`src/logic/lane_consts.svh`:
```
`ifndef LANE_CONSTS_SVH
`define LANE_CONSTS_SVH

//////////////////////////////////////////////////
// Lane sizes
//////////////////////////////////////////////////
`define LANE_DATA_W			32
`define LANE_REG_COUNT		16

//////////////////////////////////////////////////
// Queue depths and latencies
//////////////////////////////////////////////////
`define LANE_CMD_DEPTH		4		// Also the sender's initial credits
`define LANE_ROB_DEPTH		8
`define LANE_MUL_LATENCY	3
`define LANE_COMMIT_DEPTH	4

`endif

```
`src/logic/lane_pkg.sv`:
```
`include "lane_consts.svh"

package lane_pkg;

	typedef logic [`LANE_DATA_W-1:0]				data_t;
	typedef logic [$clog2(`LANE_REG_COUNT)-1:0]	reg_idx_t;
	typedef logic [7:0]							issue_no_t;		// Numbered by the scalar unit
	typedef logic [$clog2(`LANE_ROB_DEPTH)-1:0]	rob_tag_t;

	typedef enum logic [2:0] {
		OP_ADD	= 3'd0,
		OP_SUB	= 3'd1,
		OP_AND	= 3'd2,
		OP_XOR	= 3'd3,
		OP_MUL	= 3'd4,
		OP_MOVI	= 3'd5
	} opcode_t;

	// Command as held in the command queue
	typedef struct packed {
		opcode_t		opcode;
		reg_idx_t		dst;
		reg_idx_t		src1;
		reg_idx_t		src2;
		logic [15:0]	imm;
		issue_no_t		issue_no;
	} lane_cmd_t;

	// One retired instruction
	typedef struct packed {
		issue_no_t		issue_no;
		reg_idx_t		dst;
		data_t			data;
	} commit_t;

endpackage

```
`src/logic/queue_fifo.sv`:
```
`timescale 1ns/10ps

module queue_fifo #(
	parameter type	payload_t	= logic,
	parameter int	depth		= 4
)(
	input	logic		clock,
	input	logic		reset,
	input	logic		push,
	input	payload_t	push_data,
	input	logic		pop,
	output	payload_t	pop_data,
	output	logic		empty,
	output	logic		full
);

	localparam int PTR_W = ( depth > 1 ) ? $clog2(depth) : 1;
	localparam int CNT_W = $clog2(depth + 1);

	payload_t			mem [depth];
	logic	[PTR_W-1:0]	rd_ptr;
	logic	[PTR_W-1:0]	wr_ptr;
	logic	[CNT_W-1:0]	count;
	logic				do_push;
	logic				do_pop;

	// Wrap for depths that are not a power of two
	function automatic logic [PTR_W-1:0] next_ptr( input logic [PTR_W-1:0] ptr );
		return ( ptr == PTR_W'(depth - 1) ) ? '0 : ptr + 1'b1;
	endfunction

	assign empty	= ( count == '0 );
	assign full		= ( count == CNT_W'(depth) );
	assign do_push	= push & ~full;
	assign do_pop	= pop & ~empty;
	assign pop_data	= mem[rd_ptr];		// Head visible without a pop

	always_ff @( posedge clock ) begin
		if ( reset ) begin
			rd_ptr	<= '0;
			wr_ptr	<= '0;
			count	<= '0;
		end
		else begin
			if ( do_push ) wr_ptr <= next_ptr(wr_ptr);
			if ( do_pop ) rd_ptr <= next_ptr(rd_ptr);
			case ( { do_push, do_pop } )
				2'b10:		count <= count + 1'b1;
				2'b01:		count <= count - 1'b1;
				default:	count <= count;
			endcase
		end
	end

	always_ff @( posedge clock ) begin
		if ( do_push ) mem[wr_ptr] <= push_data;
	end

endmodule

```
`src/logic/operand_fetch.sv`:
```
`timescale 1ns/10ps
`include "lane_consts.svh"

module operand_fetch (
	input	logic					clock,
	input	logic					reset,
	input	logic					cmd_empty,
	input	lane_pkg::lane_cmd_t	cmd_head,
	output	logic					cmd_pop,
	output	logic					rd_req,
	output	lane_pkg::reg_idx_t		rd_idx,
	input	logic					rd_gnt,
	input	lane_pkg::data_t		rd_data,
	output	logic					issue_valid,
	output	lane_pkg::opcode_t		issue_op,
	output	lane_pkg::data_t		issue_a,
	output	lane_pkg::data_t		issue_b,
	output	lane_pkg::rob_tag_t		issue_tag,
	input	logic					rob_full,
	output	logic					alloc_valid,
	output	lane_pkg::issue_no_t	alloc_issue_no,
	output	lane_pkg::reg_idx_t		alloc_dst,
	input	logic					retire_valid,
	input	lane_pkg::reg_idx_t		retire_dst
);
	import lane_pkg::*;

	typedef enum logic [1:0] { S_IDLE, S_RD_A, S_RD_B, S_LAST } state_t;

	state_t						state;
	logic [`LANE_REG_COUNT-1:0]	pending;	// Scoreboard, one bit per register
	rob_tag_t					next_tag;
	logic						rd_gnt_q;
	opcode_t					cur_op;
	reg_idx_t					cur_dst;
	reg_idx_t					cur_src1;
	reg_idx_t					cur_src2;
	rob_tag_t					cur_tag;
	data_t						op_a;
	logic						head_movi;
	logic						hazard;
	logic						issue_now;
	reg_idx_t					issue_dst;

	assign head_movi	= ( cmd_head.opcode == OP_MOVI );
	assign hazard		= pending[cmd_head.dst] |
							( ~head_movi & ( pending[cmd_head.src1] | pending[cmd_head.src2] ) );
	assign cmd_pop		= ~cmd_empty & ~hazard & ~rob_full & ( state == S_IDLE );

	// ROB slot is reserved at pop
	assign alloc_valid		= cmd_pop;
	assign alloc_issue_no	= cmd_head.issue_no;
	assign alloc_dst		= cmd_head.dst;

	assign rd_req		= ( state == S_RD_A ) | ( state == S_RD_B );
	assign rd_idx		= ( state == S_RD_A ) ? cur_src1 : cur_src2;

	assign issue_now	= ( cmd_pop & head_movi ) | ( state == S_LAST );
	assign issue_dst	= ( state == S_LAST ) ? cur_dst : cmd_head.dst;

	always_ff @( posedge clock ) begin
		if ( reset ) begin
			state		<= S_IDLE;
			pending		<= '0;
			next_tag	<= '0;
			rd_gnt_q	<= 1'b0;
			issue_valid	<= 1'b0;
		end
		else begin
			rd_gnt_q	<= rd_gnt;
			issue_valid	<= issue_now;
			if ( cmd_pop ) next_tag <= next_tag + 1'b1;
			if ( retire_valid ) pending[retire_dst] <= 1'b0;
			if ( issue_now ) pending[issue_dst] <= 1'b1;
			case ( state )
				S_IDLE:		if ( cmd_pop && !head_movi ) state <= S_RD_A;
				S_RD_A:		if ( rd_gnt ) state <= S_RD_B;
				S_RD_B:		if ( rd_gnt ) state <= S_LAST;
				default:	state <= S_IDLE;
			endcase
		end
	end

	always_ff @( posedge clock ) begin
		if ( cmd_pop ) begin
			cur_op		<= cmd_head.opcode;
			cur_dst		<= cmd_head.dst;
			cur_src1	<= cmd_head.src1;
			cur_src2	<= cmd_head.src2;
			cur_tag		<= next_tag;
		end
		if ( state == S_RD_B && rd_gnt_q ) op_a <= rd_data;		// src1 data lands here
		if ( cmd_pop && head_movi ) begin
			issue_op	<= OP_MOVI;
			issue_a		<= data_t'(cmd_head.imm);
			issue_b		<= '0;
			issue_tag	<= next_tag;
		end
		else if ( state == S_LAST ) begin
			issue_op	<= cur_op;
			issue_a		<= op_a;
			issue_b		<= rd_data;
			issue_tag	<= cur_tag;
		end
	end

endmodule

```
`src/logic/rf_arbiter.sv`:
```
`timescale 1ns/10ps

module rf_arbiter (
	input	logic				clock,
	input	logic				reset,
	input	logic				rd_req,
	input	lane_pkg::reg_idx_t	rd_idx,
	output	logic				rd_gnt,
	input	logic				wb_req,
	input	lane_pkg::reg_idx_t	wb_idx,
	input	lane_pkg::data_t	wb_data,
	output	logic				wb_gnt,
	output	logic				port_we,
	output	lane_pkg::reg_idx_t	port_idx,
	output	lane_pkg::data_t	port_wdata
);

	logic	last_wb;		// Write-back won the last contest

	assign wb_gnt		= wb_req & ( ~rd_req | ~last_wb );
	assign rd_gnt		= rd_req & ~wb_gnt;

	assign port_we		= wb_gnt;
	assign port_idx		= wb_gnt ? wb_idx : rd_idx;
	assign port_wdata	= wb_data;

	always_ff @( posedge clock ) begin
		if ( reset ) begin
			last_wb <= 1'b0;
		end
		else if ( rd_gnt || wb_gnt ) begin
			last_wb <= wb_gnt;
		end
	end

endmodule

```
`src/logic/reg_file.sv`:
```
`timescale 1ns/10ps
`include "lane_consts.svh"

module reg_file (
	input	logic				clock,
	input	logic				reset,
	input	logic				port_we,
	input	lane_pkg::reg_idx_t	port_idx,
	input	lane_pkg::data_t	port_wdata,
	output	lane_pkg::data_t	rd_data
);
	import lane_pkg::*;

	data_t	regs [`LANE_REG_COUNT];

	//////////////////////////////////////////////////
	// Register array
	//////////////////////////////////////////////////
	always_ff @( posedge clock ) begin
		if ( reset ) begin
			regs <= '{default: '0};
		end
		else if ( port_we ) begin
			regs[port_idx] <= port_wdata;
		end
	end

	// Registered read, one cycle after the grant
	always_ff @( posedge clock ) begin
		rd_data <= regs[port_idx];
	end

endmodule

```
`src/logic/exec_unit.sv`:
```
`timescale 1ns/10ps
`include "lane_consts.svh"

module exec_unit (
	input	logic				clock,
	input	logic				reset,
	input	logic				issue_valid,
	input	lane_pkg::opcode_t	issue_op,
	input	lane_pkg::data_t	issue_a,
	input	lane_pkg::data_t	issue_b,
	input	lane_pkg::rob_tag_t	issue_tag,
	output	logic				alu_done,
	output	lane_pkg::rob_tag_t	alu_tag,
	output	lane_pkg::data_t	alu_data,
	output	logic				mul_done,
	output	lane_pkg::rob_tag_t	mul_tag,
	output	lane_pkg::data_t	mul_data
);
	import lane_pkg::*;

	localparam int LAT = `LANE_MUL_LATENCY;

	data_t				alu_result;
	logic				is_mul;
	logic [LAT-1:0]		mul_v;
	rob_tag_t			mul_t [LAT];
	data_t				mul_p [LAT];

	assign is_mul = ( issue_op == OP_MUL );

	always_comb begin
		case ( issue_op )
			OP_ADD:		alu_result = issue_a + issue_b;
			OP_SUB:		alu_result = issue_a - issue_b;
			OP_AND:		alu_result = issue_a & issue_b;
			OP_XOR:		alu_result = issue_a ^ issue_b;
			default:	alu_result = issue_a;		// MOVI immediate
		endcase
	end

	always_ff @( posedge clock ) begin
		if ( reset ) begin
			alu_done	<= 1'b0;
			mul_v		<= '0;
		end
		else begin
			alu_done	<= issue_valid & ~is_mul;
			mul_v		<= { mul_v[LAT-2:0], issue_valid & is_mul };
		end
	end

	always_ff @( posedge clock ) begin
		alu_tag		<= issue_tag;
		alu_data	<= alu_result;
		mul_t[0]	<= issue_tag;
		mul_p[0]	<= issue_a * issue_b;		// Low word kept
		for ( int i = 1; i < LAT; i++ ) begin
			mul_t[i]	<= mul_t[i-1];
			mul_p[i]	<= mul_p[i-1];
		end
	end

	assign mul_done	= mul_v[LAT-1];
	assign mul_tag	= mul_t[LAT-1];
	assign mul_data	= mul_p[LAT-1];

endmodule

```
`src/logic/reorder_buffer.sv`:
```
`timescale 1ns/10ps
`include "lane_consts.svh"

module reorder_buffer (
	input	logic					clock,
	input	logic					reset,
	input	logic					alloc_valid,
	input	lane_pkg::issue_no_t	alloc_issue_no,
	input	lane_pkg::reg_idx_t		alloc_dst,
	output	logic					rob_full,
	input	logic					alu_done,
	input	lane_pkg::rob_tag_t		alu_tag,
	input	lane_pkg::data_t		alu_data,
	input	logic					mul_done,
	input	lane_pkg::rob_tag_t		mul_tag,
	input	lane_pkg::data_t		mul_data,
	output	logic					wb_req,
	output	lane_pkg::reg_idx_t		wb_idx,
	output	lane_pkg::data_t		wb_data,
	input	logic					wb_gnt,
	output	logic					retire_valid,
	output	lane_pkg::reg_idx_t		retire_dst,
	input	logic					commit_full,
	output	logic					commit_push,
	output	lane_pkg::commit_t		commit_rec
);
	import lane_pkg::*;

	localparam int DEPTH = `LANE_ROB_DEPTH;

	issue_no_t						ent_issue_no [DEPTH];
	reg_idx_t						ent_dst [DEPTH];
	data_t							ent_data [DEPTH];
	logic [DEPTH-1:0]				ent_done;
	rob_tag_t						head;
	rob_tag_t						tail;
	logic [$clog2(DEPTH+1)-1:0]		count;
	logic							head_ready;
	logic							retire;

	assign rob_full		= ( count == DEPTH );
	assign head_ready	= ( count != '0 ) & ent_done[head] & ~commit_full;
	assign retire		= head_ready & wb_gnt;

	//////////////////////////////////////////////////
	// Retire path, write-back and commit together
	//////////////////////////////////////////////////
	assign wb_req				= head_ready;
	assign wb_idx				= ent_dst[head];
	assign wb_data				= ent_data[head];
	assign retire_valid			= retire;
	assign retire_dst			= ent_dst[head];
	assign commit_push			= retire;
	assign commit_rec.issue_no	= ent_issue_no[head];
	assign commit_rec.dst		= ent_dst[head];
	assign commit_rec.data		= ent_data[head];

	always_ff @( posedge clock ) begin
		if ( reset ) begin
			head		<= '0;
			tail		<= '0;
			count		<= '0;
			ent_done	<= '0;
		end
		else begin
			if ( alloc_valid ) begin
				ent_done[tail]	<= 1'b0;
				tail			<= tail + 1'b1;
			end
			if ( alu_done ) ent_done[alu_tag] <= 1'b1;
			if ( mul_done ) ent_done[mul_tag] <= 1'b1;		// May share a cycle with ALU
			if ( retire ) head <= head + 1'b1;
			case ( { alloc_valid, retire } )
				2'b10:		count <= count + 1'b1;
				2'b01:		count <= count - 1'b1;
				default:	count <= count;
			endcase
		end
	end

	always_ff @( posedge clock ) begin
		if ( alloc_valid ) begin
			ent_issue_no[tail]	<= alloc_issue_no;
			ent_dst[tail]		<= alloc_dst;
		end
		if ( alu_done ) ent_data[alu_tag] <= alu_data;
		if ( mul_done ) ent_data[mul_tag] <= mul_data;
	end

endmodule

```
`src/logic/commit_port.sv`:
```
`timescale 1ns/10ps
`include "lane_consts.svh"

module commit_port (
	input	logic					clock,
	input	logic					reset,
	input	logic					commit_push,
	input	lane_pkg::commit_t		commit_rec,
	output	logic					commit_full,
	output	logic					commit_valid,
	output	lane_pkg::issue_no_t	commit_issue_no,
	output	lane_pkg::reg_idx_t		commit_dst,
	output	lane_pkg::data_t		commit_data,
	input	logic					commit_credit
);
	import lane_pkg::*;

	localparam int CREDIT_W = 8;

	commit_t				head_rec;
	logic					empty;
	logic					send;
	logic [CREDIT_W-1:0]	credits;

	queue_fifo #(
		.payload_t(	commit_t				),
		.depth(		`LANE_COMMIT_DEPTH		)
	) commit_queue (
		.clock(		clock					),
		.reset(		reset					),
		.push(		commit_push				),
		.push_data(	commit_rec				),
		.pop(		send					),
		.pop_data(	head_rec				),
		.empty(		empty					),
		.full(		commit_full				)
	);

	assign send				= ~empty & ( credits != '0 );
	assign commit_valid		= send;
	assign commit_issue_no	= head_rec.issue_no;
	assign commit_dst		= head_rec.dst;
	assign commit_data		= head_rec.data;

	// One credit per transfer
	always_ff @( posedge clock ) begin
		if ( reset ) begin
			credits <= '0;
		end
		else begin
			case ( { commit_credit, send } )
				2'b10:		credits <= credits + 1'b1;
				2'b01:		credits <= credits - 1'b1;
				default:	credits <= credits;
			endcase
		end
	end

endmodule

```
`src/logic/simd_lane.sv`:
```
`timescale 1ns/10ps
`include "lane_consts.svh"

module simd_lane (
	input	logic					clock,
	input	logic					reset,
	input	logic					cmd_valid,
	input	lane_pkg::opcode_t		cmd_opcode,
	input	lane_pkg::reg_idx_t		cmd_dst,
	input	lane_pkg::reg_idx_t		cmd_src1,
	input	lane_pkg::reg_idx_t		cmd_src2,
	input	logic [15:0]			cmd_imm,
	input	lane_pkg::issue_no_t	cmd_issue_no,
	output	logic					cmd_credit,
	output	logic					commit_valid,
	output	lane_pkg::issue_no_t	commit_issue_no,
	output	lane_pkg::reg_idx_t		commit_dst,
	output	lane_pkg::data_t		commit_data,
	input	logic					commit_credit
);
	import lane_pkg::*;

	lane_cmd_t	cmd_in;
	lane_cmd_t	cmd_head;
	logic		cmd_empty;
	logic		cmd_pop;
	logic		rd_req;
	reg_idx_t	rd_idx;
	logic		rd_gnt;
	data_t		rd_data;
	logic		wb_req;
	reg_idx_t	wb_idx;
	data_t		wb_data;
	logic		wb_gnt;
	logic		port_we;
	reg_idx_t	port_idx;
	data_t		port_wdata;
	logic		issue_valid;
	opcode_t	issue_op;
	data_t		issue_a;
	data_t		issue_b;
	rob_tag_t	issue_tag;
	logic		alloc_valid;
	issue_no_t	alloc_issue_no;
	reg_idx_t	alloc_dst;
	logic		rob_full;
	logic		retire_valid;
	reg_idx_t	retire_dst;
	logic		alu_done;
	rob_tag_t	alu_tag;
	data_t		alu_data;
	logic		mul_done;
	rob_tag_t	mul_tag;
	data_t		mul_data;
	logic		commit_full;
	logic		commit_push;
	commit_t	commit_rec;

	assign cmd_in.opcode	= cmd_opcode;
	assign cmd_in.dst		= cmd_dst;
	assign cmd_in.src1		= cmd_src1;
	assign cmd_in.src2		= cmd_src2;
	assign cmd_in.imm		= cmd_imm;
	assign cmd_in.issue_no	= cmd_issue_no;
	assign cmd_credit		= cmd_pop;		// Slot freed, credit back to sender

	//////////////////////////////////////////////////
	// Intake and issue
	//////////////////////////////////////////////////
	queue_fifo #(
		.payload_t(	lane_cmd_t			),
		.depth(		`LANE_CMD_DEPTH		)
	) cmd_queue (
		.clock(		clock				),
		.reset(		reset				),
		.push(		cmd_valid			),
		.push_data(	cmd_in				),
		.pop(		cmd_pop				),
		.pop_data(	cmd_head			),
		.empty(		cmd_empty			),
		.full(							)
	);

	operand_fetch operand_fetch (
		.clock(				clock			),
		.reset(				reset			),
		.cmd_empty(			cmd_empty		),
		.cmd_head(			cmd_head		),
		.cmd_pop(			cmd_pop			),
		.rd_req(			rd_req			),
		.rd_idx(			rd_idx			),
		.rd_gnt(			rd_gnt			),
		.rd_data(			rd_data			),
		.issue_valid(		issue_valid		),
		.issue_op(			issue_op		),
		.issue_a(			issue_a			),
		.issue_b(			issue_b			),
		.issue_tag(			issue_tag		),
		.rob_full(			rob_full		),
		.alloc_valid(		alloc_valid		),
		.alloc_issue_no(	alloc_issue_no	),
		.alloc_dst(			alloc_dst		),
		.retire_valid(		retire_valid	),
		.retire_dst(		retire_dst		)
	);

	//////////////////////////////////////////////////
	// Register file port
	//////////////////////////////////////////////////
	rf_arbiter rf_arbiter (
		.clock(			clock			),
		.reset(			reset			),
		.rd_req(		rd_req			),
		.rd_idx(		rd_idx			),
		.rd_gnt(		rd_gnt			),
		.wb_req(		wb_req			),
		.wb_idx(		wb_idx			),
		.wb_data(		wb_data			),
		.wb_gnt(		wb_gnt			),
		.port_we(		port_we			),
		.port_idx(		port_idx		),
		.port_wdata(	port_wdata		)
	);

	reg_file reg_file (
		.clock(			clock			),
		.reset(			reset			),
		.port_we(		port_we			),
		.port_idx(		port_idx		),
		.port_wdata(	port_wdata		),
		.rd_data(		rd_data			)
	);

	//////////////////////////////////////////////////
	// Execute and retire
	//////////////////////////////////////////////////
	exec_unit exec_unit (
		.clock(			clock			),
		.reset(			reset			),
		.issue_valid(	issue_valid		),
		.issue_op(		issue_op		),
		.issue_a(		issue_a			),
		.issue_b(		issue_b			),
		.issue_tag(		issue_tag		),
		.alu_done(		alu_done		),
		.alu_tag(		alu_tag			),
		.alu_data(		alu_data		),
		.mul_done(		mul_done		),
		.mul_tag(		mul_tag			),
		.mul_data(		mul_data		)
	);

	reorder_buffer reorder_buffer (
		.clock(				clock			),
		.reset(				reset			),
		.alloc_valid(		alloc_valid		),
		.alloc_issue_no(	alloc_issue_no	),
		.alloc_dst(			alloc_dst		),
		.rob_full(			rob_full		),
		.alu_done(			alu_done		),
		.alu_tag(			alu_tag			),
		.alu_data(			alu_data		),
		.mul_done(			mul_done		),
		.mul_tag(			mul_tag			),
		.mul_data(			mul_data		),
		.wb_req(			wb_req			),
		.wb_idx(			wb_idx			),
		.wb_data(			wb_data			),
		.wb_gnt(			wb_gnt			),
		.retire_valid(		retire_valid	),
		.retire_dst(		retire_dst		),
		.commit_full(		commit_full		),
		.commit_push(		commit_push		),
		.commit_rec(		commit_rec		)
	);

	commit_port commit_port (
		.clock(				clock			),
		.reset(				reset			),
		.commit_push(		commit_push		),
		.commit_rec(		commit_rec		),
		.commit_full(		commit_full		),
		.commit_valid(		commit_valid	),
		.commit_issue_no(	commit_issue_no	),
		.commit_dst(		commit_dst		),
		.commit_data(		commit_data		),
		.commit_credit(		commit_credit	)
	);

endmodule

```
`config.mk`:
```
export PLATFORM = sky130hd
export DESIGN_NAME = simd_lane
export DESIGN_NICKNAME = d
export VERILOG_FILES = /design/src/logic/lane_pkg.sv /design/src/logic/queue_fifo.sv /design/src/logic/operand_fetch.sv /design/src/logic/rf_arbiter.sv /design/src/logic/reg_file.sv /design/src/logic/exec_unit.sv /design/src/logic/reorder_buffer.sv /design/src/logic/commit_port.sv /design/src/logic/simd_lane.sv
export VERILOG_INCLUDE_DIRS = /design/src /design/src/logic
export SDC_FILE = /design/constraint.sdc
export NUM_CORES = 2
export LEC_CHECK = 0
export ABC_AREA = 1
export BUFFER_PORTS_ARGS = -buffer_cell sky130_fd_sc_hd__buf_2
export CORE_ASPECT_RATIO = 1.5
export CORE_UTILIZATION = 25
export CTS_BUF_LIST = sky130_fd_sc_hd__clkbuf_4 sky130_fd_sc_hd__clkbuf_8
export CTS_CLUSTER_SIZE = 40
export DETAILED_ROUTE_END_ITERATION = 10
export HOLD_SLACK_MARGIN = 0.15
export PLACE_DENSITY = 0.42
export SYNTH_ARGS = -nofsm -noshare
export SYNTH_HDL_FRONTEND = slang
export SYNTH_SLANG_ARGS = --single-unit
export TNS_END_PERCENT = 100
```
`constraint.sdc`:
```
create_clock -name clock -period 13 [get_ports clock]
set_clock_uncertainty 0.15 [all_clocks]
set_input_delay 1.95 -clock clock [delete_from_list [all_inputs] [get_ports clock]]
set_output_delay 1.95 -clock clock [all_outputs]
set_load 0.02 [all_outputs]
```
==> impl_results.md <==
- Status: complete, no violations
- Worst r2r src: operand_fetch.issue_a[16]$_SDFFE_PP0P_
- Post-synth top area share: 27.22%
- DP Wirelength: 203300 um
- Fmax: 123.9 MHz
- Sinks on Clock Net: 1560
- #FFs+latches synth: 1560
- Synthesized instance count: 9801
- Starting Density: 25.18%
- Register area: 38770 sq um
- TritonCTS clock tree: done
- Total CTS buffers: 274
- Post-CTS Hold Fix Bufs: 1
- Final Hold Fails: 0
- First-pass GRT wire length: 454100 um
- Critical path data required time: 13750 ps
- PortBufs: 88
- Syn_nets: 10473
- Sw Share: 45.84%
- Cell taking the most area after synthesis: edfxtp_1
- DRC: 0
- Synth Cell Area: 83080 sq um
- Final Setup Violations: 0
- Fraction of layout cells with a size suffix above 1: 8.866%
- Register share of total power: 28.4%
- Ports: 89
- Worst setup EP type: flop
- Power Internal: 0.01200 W
- Synth Area in XOR/XNOR: 1.086%
- Sequential area share after synthesis: 46.66%
- Synth area leaders: edfxtp_1, dfxtp_1, nand2_1
- Die width: 472.7 um
- Hold Path Depth: 0
- Hold path endpoint: exec_unit.mul_p[0][94]$_DFF_P_
- Clock Latency Late Sink: 1000 ps
- H-tree levels: 5
- Worst slew margin: 22.39%
- Row count: 258
- Crit path DAT: 8820 ps
- Gr usage total: 18.24%
- DRT Pass-1 Iters: 9
- Die H: 708.0 um
- Cts repair resizes: 0
- Leak: 39.31 nW
- Post-Synth Adder-Cell Area: 13.21%
- Startpoint type of the worst setup path: flop
- Initial antenna violation count: 31
- Hold WC Path Type: flop to flop
- Top-count cell post-synth: nand2_1
- PwrDens: 236.1 nW/um^2
- Number of routed nets with antenna violations: 0
- Clk buf depth: 4
- FFs w/ async S/R, synth: 0%
- Grt ovf: 0
- Fin Setup TNS: 0 ps
- Largest net degree at the start of global routing: 142
- Setup Crit Path Kind: flop to flop
- Die area: 334700 sq um
- Compound-Gate Fraction of Synth Area: 12.21%
- Post CTS Setup Buffer Count: 0
- NetSw: 0.01016 W
- First-iteration detailed-routing DRC count: 4455
- Core area: 329900 sq um
- Number of flops mapped to enable cells by yosys: 753
- Fill cell count: 35286
- Synth cell count leaders: nand2_1, inv_1, o21ai_0, dfxtp_1, edfxtp_1
- Main combinational cell family by area after synthesis: simple AND/OR/NAND/NOR gates
- Worst-path fanout max: 20
- Worst r2r dst: exec_unit.mul_p[0][31]$_DFF_P_
- Ys flop type: dfxtp_1
- Multiplexer share of the synthesized area: 0%
- Vias per cell: 4.657
- Root Buffer Master: clkbuf_8
- Comb pwr share: 49.6%
- Final net count: 10391
- Simple-gate portion of the synthesized area: 18.89%
- Clock transition at path regs: 60 ps
- Gp weighted congestion: 0.8604
- Synth warn: 0
- R2r setup slk: 4930 ps
- Placed cell areas: 88130 sq um
- RSZ-0062 raised after global routing: false
- Vias in the first global route: 67652
- Vias post-DR: 66839
- Yosys cell types: 57
- VDD IR max: 0.3079 mV
- Min-delay src: exec_unit.mul_p[0][62]$_DFF_P_
- Fin crit share: 62.10%
- Final Max Slew Viols: 0
- Syn Area/Cell: 8.477 sq um
- Worst Reg-to-Reg Cells: 20
- Actual slew at the worst max-slew pin: 1152 ps
- WL/cell: 21.61 um
- Final Instance Area: 93840 sq um
- Multi-input logic area: 38030 sq um
- Area Overhead vs Synth: 12.95%
- Drt total wl: 310100 um
- Clock power frac: 22.0%
- Tmin final: 8073 ps
- Max cap viols: 0
layer usage:
metal	global-route usage, %	wire [um]
met1	20.21	119400
met2	34.43	163600
met3	1.944	12090
met4	8.492	15040
met5	0	27
placed cells by master, fill, tap and decap left out, drive strengths merged, types with 63 or more instances in the layout:
cell	Yosys	routed
clkbuf	397	400
o22ai	122	122
nand2	2703	2703
nand3	401	401
fa	413	413
a21oi	597	597
o21ai	1059	1059
xor2	63	63
dfxtp	807	807
ha	216	216
buf	221	258
nor2	699	699
edfxtp	753	753
inv	1062	1070
sequential cells by signal, summed over array words and instances, names as in the netlist, 64 cells and up, named ones only:
name	cells
cmd_queue.mem	156
commit_port.commit_queue.mem	176
exec_unit.mul_p	96
reg_file.regs	512
reorder_buffer.ent_data	256
reorder_buffer.ent_issue_no	64
area by class of cell:
class	instances	area share (%)
clock buffer	399	5.266
antenna	7	0.01867
tap	4420	5.894
timing repair buffer	260	1.897
inverter	1068	4.290
clock inverter	83	0.7867
sequential	1560	41.32
multi-input combinational	6555	40.53
worst max path at each step:
| stage | startpoint | endpoint | cells after the start |
|---|---|---|---|
| 2_1_floorplan | operand_fetch.issue_b[2]$_SDFFE_PP0P_ | exec_unit.mul_p[0][28]$_DFF_P_ | 26 |
| 3_3_place_gp | operand_fetch.issue_a[16]$_SDFFE_PP0P_ | exec_unit.mul_p[0][31]$_DFF_P_ | 20 |
| 3_5_place_dp | operand_fetch.issue_a[16]$_SDFFE_PP0P_ | exec_unit.mul_p[0][31]$_DFF_P_ | 20 |
| 4_1_cts | operand_fetch.issue_a[16]$_SDFFE_PP0P_ | exec_unit.mul_p[0][31]$_DFF_P_ | 20 |
| 5_1_grt | operand_fetch.issue_a[16]$_SDFFE_PP0P_ | exec_unit.mul_p[0][31]$_DFF_P_ | 20 |
| 6_report | operand_fetch.issue_a[16]$_SDFFE_PP0P_ | exec_unit.mul_p[0][31]$_DFF_P_ | 20 |
cells by family after synthesis:
logic type / count (synthesis)
flip-flops: 1560
XOR/XNOR: 103
AND/OR/NAND/NOR: 3923
adder cells (fa/ha/maj): 629
AO/OA/AOI/OAI: 1900
buffers and inverters: 1686
worst max-delay path, cell delays in order, from the launching register on:
cell      delay (ps)
dfxtp_1         1020
nand2_1          190
fa_1             550
inv_1             50
fa_1             530
fa_1             570
inv_1             50
fa_1             480
fa_1             570
inv_1             60
fa_1             490
fa_1             540
fa_1             450
ha_1             460
a21oi_1          220
o21ai_0          940
a211oi_1         110
nand2_1          300
inv_1             80
nand3_1           80
nand2_1           50
power groups by stage:
| stage | combinational, W | sequential, W | clock (W) |
|---|---|---|---|
| 2_1_floorplan | 0.00722 | 0.00614 | 0 |
| 3_3_place_gp | 0.0111 | 0.00640 | 0 |
| 3_5_place_dp | 0.0111 | 0.00641 | 0 |
| 4_1_cts | 0.0112 | 0.00631 | 0.00503 |
| 5_1_grt | 0.0123 | 0.00634 | 0.00521 |
| 6_report | 0.0110 | 0.00630 | 0.00487 |
metrics by stage:
step           cells  util [%]  worst slack [ps]  hold slack [ps]  total power, W
2_1_floorplan   9801         -              6289            159.6         0.01336
3_3_place_gp   13862     26.71              4862            161.8         0.01754
3_5_place_dp   13862     26.71              4806            162.1         0.01755
4_1_cts        14345     28.44              4776            164.3         0.02257
5_1_grt        14347     28.44              4692            171.5         0.02381
6_report       14352     28.44              4927            159.2         0.02216
Note: power is estimated with default switching activity, not from simulation.
